--- config.mk ---
export PLATFORM = sky130hd
export DESIGN_NAME = rename_core
export DESIGN_NICKNAME = d
export VERILOG_FILES = /design/src/verilog/rename_cfg_pkg.sv /design/src/verilog/rob_pkg.sv /design/src/verilog/free_list.sv /design/src/verilog/map_table.sv /design/src/verilog/rob.sv /design/src/verilog/arch_map.sv /design/src/verilog/rename_core.sv
export SDC_FILE = /design/constraint.sdc
export NUM_CORES = 2
export LEC_CHECK = 0
export BUFFER_PORTS_ARGS = -buffer_cell sky130_fd_sc_hd__buf_2
export CAP_MARGIN = 0
export CELL_PAD_IN_SITES_DETAIL_PLACEMENT = 1
export CELL_PAD_IN_SITES_GLOBAL_PLACEMENT = 1
export CORE_MARGIN = 2
export CORE_UTILIZATION = 52
export CTS_CLUSTER_SIZE = 14
export DETAILED_ROUTE_END_ITERATION = 6
export GPL_TIMING_DRIVEN = 0
export PLACE_DENSITY_LB_ADDON = 0.1
export SKIP_LAST_GASP = 1
export SLEW_MARGIN = 20
export SYNTH_ARGS = -nofsm -noshare
export SYNTH_HDL_FRONTEND = slang
export SYNTH_SLANG_ARGS = --single-unit
--- constraint.sdc ---
create_clock -name clock -period 4.3 [get_ports clock]
set_input_delay 0.645 -clock clock [delete_from_list [all_inputs] [get_ports clock]]
set_output_delay 0.645 -clock clock [all_outputs]
set_load 0.05 [all_outputs]
--- src/verilog/rename_cfg_pkg.sv ---
//**************************************************
// rename_cfg_pkg
// register file, reorder buffer and free list sizes
// tag and index types, reset mapping constants
//**************************************************

`default_nettype none

package rename_cfg_pkg;

  // architectural and physical register files
  localparam int num_arch = 32;
  localparam int arch_w   = 5;
  localparam int num_pr   = 64;
  localparam int pr_w     = 6;

  // reorder buffer
  localparam int num_rob = 16;
  localparam int rob_w   = 4;

  // free list holds every tag not mapped at reset
  localparam int num_free  = num_pr - num_arch;
  localparam int free_w    = 5;
  localparam int free_base = num_arch;

  typedef logic [arch_w-1:0] arch_reg_t;
  typedef logic [pr_w-1:0]   phys_tag_t;
  typedef logic [rob_w-1:0]  rob_idx_t;

endpackage

`default_nettype wire

--- src/verilog/rob_pkg.sv ---
//**************************************************
// rob_pkg
// dispatch, rename, retire and recovery structs
// reorder buffer entry layout
//**************************************************

`default_nettype none

package rob_pkg;

  import rename_cfg_pkg::*;

  // one instruction offered at dispatch
  typedef struct packed {
    logic      valid;
    arch_reg_t dest;
    logic      is_branch;
  } dispatch_req_t;

  // rename result, valid together with dispatch_fire
  typedef struct packed {
    phys_tag_t T;
    phys_tag_t T_old;
    arch_reg_t dest;
    rob_idx_t  rob_idx;
  } rename_t;

  typedef struct packed {
    logic      valid;
    arch_reg_t dest;
    phys_tag_t T;
    phys_tag_t T_old;
  } rob_entry_t;

  // head entry leaving the reorder buffer
  typedef struct packed {
    logic      valid;
    arch_reg_t dest;
    phys_tag_t T;
    phys_tag_t T_old;
  } retire_t;

  typedef struct packed {
    logic     mispredict;
    rob_idx_t branch_idx;
  } recover_t;

endpackage

`default_nettype wire

--- src/verilog/free_list.sv ---
//**************************************************
// free_list
// circular queue of free physical tags
// pop on dispatch, push on retire, rewind on squash
//**************************************************

`timescale 1ns/1ps
`default_nettype none

module free_list import rename_cfg_pkg::*; (
  input  logic             clock,
  input  logic             reset,
  input  logic             pop,
  input  logic             push,
  input  phys_tag_t        push_tag,
  input  logic             rewind,
  input  logic [rob_w:0]   rewind_count,
  output phys_tag_t        head_tag,
  output logic             empty,
  output logic [free_w:0]  count
);

  phys_tag_t tags [num_free];

  logic [free_w-1:0] rd_ptr;
  logic [free_w-1:0] wr_ptr;
  logic [free_w-1:0] rd_step;
  logic [free_w-1:0] rewind_step;
  logic [free_w:0]   count_up;
  logic [free_w:0]   count_down;

  // next tag to hand out, no registered read
  assign head_tag = tags[rd_ptr];
  assign empty    = (count == '0);

  assign rd_step     = pop ? free_w'(1) : '0;
  assign rewind_step = rewind ? free_w'(rewind_count) : '0;

  // squashed tags are still stored behind the read pointer
  assign count_up = (push ? (free_w + 1)'(1) : '0) +
                    (rewind ? (free_w + 1)'(rewind_count) : '0);
  assign count_down = pop ? (free_w + 1)'(1) : '0;

  always_ff @(posedge clock) begin
    if (reset) begin
      rd_ptr <= '0;
      wr_ptr <= '0;
      count  <= (free_w + 1)'(num_free);
      // queue starts full with the unmapped tags in order
      for (int i = 0; i < num_free; i++) begin
        tags[i] <= phys_tag_t'(free_base + i);
      end
    end else begin
      rd_ptr <= rd_ptr + rd_step - rewind_step;
      count  <= count + count_up - count_down;
      // retired T_old fills the slot a pop vacated
      if (push) begin
        tags[wr_ptr] <= push_tag;
        wr_ptr <= wr_ptr + free_w'(1);
      end
    end
  end

  // pop comes from the reorder buffer accept
  a_no_pop_empty: assert property (@(posedge clock) disable iff (reset)
    pop |-> !empty);

  // pushes plus rewinds never outrun what was popped
  a_count_bound: assert property (@(posedge clock) disable iff (reset)
    count <= num_free);

endmodule

`default_nettype wire

--- src/verilog/map_table.sv ---
//**************************************************
// map_table
// speculative arch to physical map
// one branch checkpoint with restore
//**************************************************

`timescale 1ns/1ps
`default_nettype none

module map_table import rename_cfg_pkg::*; (
  input  logic      clock,
  input  logic      reset,
  input  arch_reg_t lookup,
  input  logic      write_en,
  input  arch_reg_t write_dest,
  input  phys_tag_t write_tag,
  input  logic      save,
  input  logic      restore,
  output phys_tag_t T_old
);

  phys_tag_t spec_map [num_arch];
  phys_tag_t ckpt_map [num_arch];
  phys_tag_t next_map [num_arch];

  // current mapping of the incoming destination
  assign T_old = spec_map[lookup];

  // map with this cycle's rename applied
  always_comb begin
    next_map = spec_map;
    if (write_en) begin
      next_map[write_dest] = write_tag;
    end
  end

  always_ff @(posedge clock) begin
    if (reset) begin
      for (int i = 0; i < num_arch; i++) begin
        spec_map[i] <= phys_tag_t'(i);
        ckpt_map[i] <= phys_tag_t'(i);
      end
    end else begin
      // mispredict discards everything after the branch
      if (restore) begin
        spec_map <= ckpt_map;
      end else begin
        spec_map <= next_map;
      end
      // checkpoint includes the branch's own rename
      if (save) begin
        ckpt_map <= next_map;
      end
    end
  end

endmodule

`default_nettype wire

--- src/verilog/rob.sv ---
//**************************************************
// rob
// circular reorder buffer with head and tail pointers
// dispatch accept, in-order retire, branch squash
//**************************************************

`timescale 1ns/1ps
`default_nettype none

module rob import rename_cfg_pkg::*, rob_pkg::*; (
  input  logic          clock,
  input  logic          reset,
  input  dispatch_req_t dispatch,
  input  phys_tag_t     alloc_T,
  input  phys_tag_t     alloc_T_old,
  input  logic          retire_req,
  input  recover_t      recover,
  output logic          dispatch_fire,
  output rob_idx_t      tail_idx,
  output logic          full,
  output retire_t       retired,
  output logic [rob_w:0] squash_count
);

  rob_entry_t entries      [num_rob];
  rob_entry_t next_entries [num_rob];

  rob_idx_t head;
  rob_idx_t tail;
  rob_idx_t next_head;
  rob_idx_t next_tail;
  rob_idx_t squash_first;
  rob_idx_t squash_dist;

  logic retire_fire;
  logic [num_rob-1:0] squash_mask;

  // tail slot still occupied means it wrapped onto the head
  assign full     = entries[tail].valid;
  assign tail_idx = tail;

  assign retire_fire = retire_req && entries[head].valid;

  // a full buffer still takes one when the head leaves this cycle
  assign dispatch_fire = dispatch.valid && !recover.mispredict && (!full || retire_fire);

  assign retired = '{
    valid: retire_fire,
    dest:  entries[head].dest,
    T:     entries[head].T,
    T_old: entries[head].T_old
  };

  // entries from branch_idx + 1 up to the tail are squashed
  assign squash_first = recover.branch_idx + rob_idx_t'(1);
  assign squash_dist  = tail - squash_first;
  assign squash_count = {1'b0, squash_dist};

  // younger than the branch, wraparound in either direction
  always_comb begin
    squash_mask = '0;
    for (int i = 0; i < num_rob; i++) begin
      if (recover.branch_idx >= tail) begin
        squash_mask[i] = (i < tail) || (i > recover.branch_idx);
      end else begin
        squash_mask[i] = (i < tail) && (i > recover.branch_idx);
      end
    end
  end

  always_comb begin
    next_entries = entries;
    next_head    = head;
    next_tail    = tail;

    if (retire_fire) begin
      next_entries[head].valid = 1'b0;
      next_head = head + rob_idx_t'(1);
    end

    // after the retire so a write into the old head slot wins
    if (dispatch_fire) begin
      next_entries[tail] = '{
        valid: 1'b1,
        dest:  dispatch.dest,
        T:     alloc_T,
        T_old: alloc_T_old
      };
      next_tail = tail + rob_idx_t'(1);
    end

    if (recover.mispredict) begin
      for (int i = 0; i < num_rob; i++) begin
        if (squash_mask[i]) begin
          next_entries[i].valid = 1'b0;
        end
      end
      next_tail = squash_first;
    end
  end

  always_ff @(posedge clock) begin
    if (reset) begin
      head <= '0;
      tail <= '0;
      for (int i = 0; i < num_rob; i++) begin
        entries[i].valid <= 1'b0;
      end
    end else begin
      head    <= next_head;
      tail    <= next_tail;
      entries <= next_entries;
    end
  end

  // writing a live slot is only legal when it is the head leaving
  a_no_overwrite: assert property (@(posedge clock) disable iff (reset)
    dispatch_fire && entries[tail].valid |-> retire_fire && (head == tail));

  // recovery must name an in-flight branch
  a_branch_live: assert property (@(posedge clock) disable iff (reset)
    recover.mispredict |-> entries[recover.branch_idx].valid);

endmodule

`default_nettype wire

--- src/verilog/arch_map.sv ---
//**************************************************
// arch_map
// committed arch to physical map
//**************************************************

`timescale 1ns/1ps
`default_nettype none

module arch_map import rename_cfg_pkg::*, rob_pkg::*; (
  input  logic      clock,
  input  logic      reset,
  input  retire_t   retired,
  output phys_tag_t arch_tag,
  input  arch_reg_t arch_query
);

  phys_tag_t commit_map [num_arch];

  // committed mapping of any register, for observation
  assign arch_tag = commit_map[arch_query];

  always_ff @(posedge clock) begin
    if (reset) begin
      for (int i = 0; i < num_arch; i++) begin
        commit_map[i] <= phys_tag_t'(i);
      end
    end else if (retired.valid) begin
      commit_map[retired.dest] <= retired.T;
    end
  end

  // T_old read at rename must be the committed tag it replaces
  a_told_matches: assert property (@(posedge clock) disable iff (reset)
    retired.valid |-> retired.T_old == commit_map[retired.dest]);

endmodule

`default_nettype wire

--- src/verilog/rename_core.sv ---
//**************************************************
// rename_core
// free list, map table, reorder buffer and
// retirement map wired into the rename subsystem
//**************************************************

`timescale 1ns/1ps
`default_nettype none

module rename_core import rename_cfg_pkg::*, rob_pkg::*; (
  input  logic            clock,
  input  logic            reset,
  input  dispatch_req_t   dispatch,
  input  logic            retire_req,
  input  recover_t        recover,
  input  arch_reg_t       arch_query,
  output rename_t         renamed,
  output logic            dispatch_stall,
  output retire_t         retired,
  output logic [free_w:0] free_count,
  output phys_tag_t       arch_tag
);

  logic            dispatch_fire;
  logic            rob_full;
  logic            fl_empty;
  logic            ckpt_save;
  phys_tag_t       free_head;
  phys_tag_t       map_T_old;
  rob_idx_t        tail_idx;
  logic [rob_w:0]  squash_count;

  assign dispatch_stall = rob_full || fl_empty;

  // only an accepted branch takes the checkpoint
  assign ckpt_save = dispatch_fire && dispatch.is_branch;

  assign renamed = '{
    T:       free_head,
    T_old:   map_T_old,
    dest:    dispatch.dest,
    rob_idx: tail_idx
  };

  free_list u_free_list (
    .clock        (clock),
    .reset        (reset),
    .pop          (dispatch_fire),
    .push         (retired.valid),
    .push_tag     (retired.T_old),
    .rewind       (recover.mispredict),
    .rewind_count (squash_count),
    .head_tag     (free_head),
    .empty        (fl_empty),
    .count        (free_count)
  );

  map_table u_map_table (
    .clock      (clock),
    .reset      (reset),
    .lookup     (dispatch.dest),
    .write_en   (dispatch_fire),
    .write_dest (dispatch.dest),
    .write_tag  (free_head),
    .save       (ckpt_save),
    .restore    (recover.mispredict),
    .T_old      (map_T_old)
  );

  rob u_rob (
    .clock         (clock),
    .reset         (reset),
    .dispatch      (dispatch),
    .alloc_T       (free_head),
    .alloc_T_old   (map_T_old),
    .retire_req    (retire_req),
    .recover       (recover),
    .dispatch_fire (dispatch_fire),
    .tail_idx      (tail_idx),
    .full          (rob_full),
    .retired       (retired),
    .squash_count  (squash_count)
  );

  arch_map u_arch_map (
    .clock      (clock),
    .reset      (reset),
    .retired    (retired),
    .arch_tag   (arch_tag),
    .arch_query (arch_query)
  );

endmodule

`default_nettype wire

==> flow_summary.ini <==
[setup_path]
most_repeated_library_cell_on_the_critical_path = sky130_fd_sc_hd__mux4_2
crit_type = register to register
critical_path.cell_chain = buf_6, buf_2, mux4_2, mux4_2, a2111oi_4, inv_1, o21ai_0
crit_path_top_delay_cell = sky130_fd_sc_hd__o21ai_0
startpoint_type = register
rr_worst_depth = 7
cpLargestDelayFamily = compound AO/OA/AOI/OAI gates
worstPathArrival_ns = 4.57
reg2reg_to = u_arch_map.commit_map[0][5]
crit_buf_inv = 3
rr_startpoint = u_rob.head[1]
critical-path-max-stage-delay_ns = 0.98
crit_fanout = 10
worst-r2r-setup-slack_ns = 0.04
worst_setup_path_end_kind = register
worst_ep_required_time_ns = 4.61

[synth]
yosysUniqueCellTypes = 75
synth_compound_gate_area_share = 0.108
synth_xor_area_frac = 0.00392
netlist_top_cells_area = sky130_fd_sc_hd__edfxtp_1, sky130_fd_sc_hd__dfxtp_1, sky130_fd_sc_hd__mux4_2
yosys-mux-area-fraction = 0.160
synthesis.instances = 4072
synth-seq-cells = 1080
synthTopCellsByCount = sky130_fd_sc_hd__edfxtp_1, sky130_fd_sc_hd__nor2_1, sky130_fd_sc_hd__dfxtp_1
postSynthNetCount = 4134
sequential_area_share_after_synthesis = 0.574
synth_enable_flop_cells = 656
synth.most_common_cell = sky130_fd_sc_hd__edfxtp_1
yosysTopAreaCell = sky130_fd_sc_hd__edfxtp_1
synth_flop_cell = sky130_fd_sc_hd__edfxtp_1
largest_family_of_logic_cells_by_synthesized_area = multiplexers
synth-async-reset-ratio = 0
yosys.area_share.adder = 0.0133
synth_area_per_cell_um2 = 12.1
synth_area_in_simple_gates = 0.0986
synth_top_area_frac = 0.401
synthesis.yosys.warnings = 0
syn-cell-area_um2 = 49100

[finish]
post_route_core_utilization = 0.593
final_nets = 4334
finalNonFillerCells = 5625
final_layout_size_suffix_gt1_frac = 0.183
synthToLayoutAreaGrowth_pct = 12.9

[global_routing]
busiest_layer = met2
grt.overflow.total = 0
globalRouteMet2Util = 0.557
global_route.usage.met1 = 0.471
grt_first_pass_wirelength_um = 251000
first_global_vias = 38200
grt_antenna_before_repair = 10
grt_max_degree = 17
gr-usage-all-layers = 0.348
grt_util_met3 = 0.0608

[pwr]
power_per_cell_area_nw_per_um2 = 484
power.leakage_nw = 18.9
internal_power_mw = 18.4
net-switching-power_mw = 8.42
power.ir.vdd_worst_mv = 0.354
seqPwrFrac = 0.429
comb_power_share = 0.206
switching_part_of_the_total_power = 0.314
power.share.clock = 0.365

[placed_design]
post-place-ws_ns = -0.933
finalWeightedCongestion = 0.906
post-dp-hpwl_um = 119000
placedCellCount = 5409
port_buffers = 63

[timing]
setup_ws_ns = 0.0409
finalSetupTns_ns = 0
max_slew_margin = 0.190
unrepaired_setup_endpoints_after_global_routing = true
max_slew.worst_pin.slew_ns = 1.22
hold_violations = 0
finalCriticalPeriod_ns = 4.26
final.period_utilization = 0.990
max_freq_ghz = 0.235
fin_skew_ns = 0.0305
setup-violations-final = 0
timing.final.max_slew_violations = 0
fin_worst_hold_slack_ns = 0.474

[min_path]
hold_path.startpoint = u_map_table.ckpt_map[146]
holdPathStages = 2
whs_endpoint = u_map_table.spec_map[146]
worstHoldPathType = register to register

[clock_network]
clock_tree.root_cell = sky130_fd_sc_hd__clkbuf_16
htree_levels = 3
clk_latency_ns = 0.72
clk_transition_reported_paths_ns = 0.07
cts-buffers-inserted = 113
holdBufCountCts = 0
cts-root-to-sink-buffers = 3
tritoncts = done
clock_sinks = 1080

[routing]
via_count = 36400
drt_drc_violations_left = 0
avgViaCountPerCell = 6.47
antenna_left = 0
drt_iter0_markers = 4206
detailedRoute.firstPassIterationCount = 5
finalWirelength_um = 169000
post_detailed_route_wirelength_per_cell_um = 30.1

[floorplanning]
ios = 72
core_region_area_um2 = 93500
floorplan.die.width_um = 311
floorplan.initialDensity = 0.525
fp-row-count = 112
dieArea_um2 = 96900
die_height_um = 311

[run_status]
result_of_the_run = finished, final reports clean

[flow_run]
max-cap-violations = 0
## layout by cell type (no fill, tap or decap), drive strengths merged, types with 21 or more instances in the layout
cell type / synthesis / routed
a21oi: 248 / 248
a221oi: 27 / 27
buf: 157 / 249
clkbuf: 240 / 396
clkinv: 2 / 35
dfxtp: 424 / 424
edfxtp: 656 / 656
ha: 38 / 38
inv: 77 / 82
mux2: 25 / 25
mux2i: 213 / 213
mux4: 241 / 241
nand2: 352 / 352
nand3: 135 / 135
nor2: 492 / 492
nor3: 72 / 72
o211ai: 160 / 160
o21ai: 296 / 296
or3: 21 / 21
## state kept, by name, indices dropped and copies added (netlist names)
register and count:
u_rob.tail_idx 4, u_free_list.tags 192, u_arch_map.commit_map 192, u_rob.entries 288
u_free_list.count 6, u_free_list.wr_ptr 5, u_rob.head 4, u_map_table.spec_map 192
u_map_table.ckpt_map 192, u_free_list.rd_ptr 5
## cell families after synthesis
group / count (synthesis)
compound gates: 821
xor+xnor: 22
fa+ha+maj: 52
buf+inv: 476
flops: 1080
mux: 479
simple gates: 1142
## worst min-delay path, cell delays in order, from the launching register on
cell and delay [ns]:
sky130_fd_sc_hd__dfxtp_1 0.33, sky130_fd_sc_hd__nand2_1 0.05, sky130_fd_sc_hd__o211ai_1 0.08
## metal layers
layer / vias up / share of wire
li1: 15500 / -
met1: 18800 / 0.40
met2: 1694 / 0.47
met3: 389 / 0.082
met4: 12 / 0.043
met5: - / 0.00048
## worst max path at each step
stage	start	end	slack, ns	cells past startpoint
floorplan	u_rob.tail_idx[0]	u_rob.entries[126]	0.43	10
global placement	u_rob.head[1]	retired[1]	-0.97	10
detailed placement	u_rob.head[1]	retired[0]	-0.93	10
CTS	u_rob.head[1]	u_arch_map.commit_map[5][3]	-0.11	8
global route	u_rob.head[1]	u_arch_map.commit_map[9][0]	-0.03	8
finish	u_rob.head[1]	u_arch_map.commit_map[0][5]	0.04	7
## area by class of cell
type	count	area (um2)
Fill cell	9467	38000
Sequential cell	1080	28200
Multi-Input combinational cell	2516	19100
Clock buffer	163	3210
Buffer	383	1880
Tap cell	1254	1570
Timing Repair Buffer	99	769
Clock inverter	47	418
Inverter	79	297
Antenna cell	4	10.0
## through the flow
stage | power [mW] | instance area, um2
3_3_place_gp | 16.7 | 51000
2_1_floorplan | 14.7 | 49100
4_1_cts | 26.8 | 55400
3_5_place_dp | 17.0 | 51400
5_1_grt | 27.5 | 55400
6_report | 26.8 | 55400
## repair_timing
item	in CTS	in global routing
setup buffers	15	0
gates resized for setup	81	24
pin swaps	8	0
endpoints found under the setup margin	333	105
## power by group through the flow
stage	Combinational (mW)	Clock (mW)	Sequential, mW
3_5_place_dp	5.23	0	11.7
4_1_cts	5.43	9.80	11.5
6_report	5.52	9.79	11.5
5_1_grt	5.73	10.2	11.6
2_1_floorplan	2.99	0	11.7
3_3_place_gp	5.02	0	11.7
Note: power is estimated with default switching activity, not from simulation.
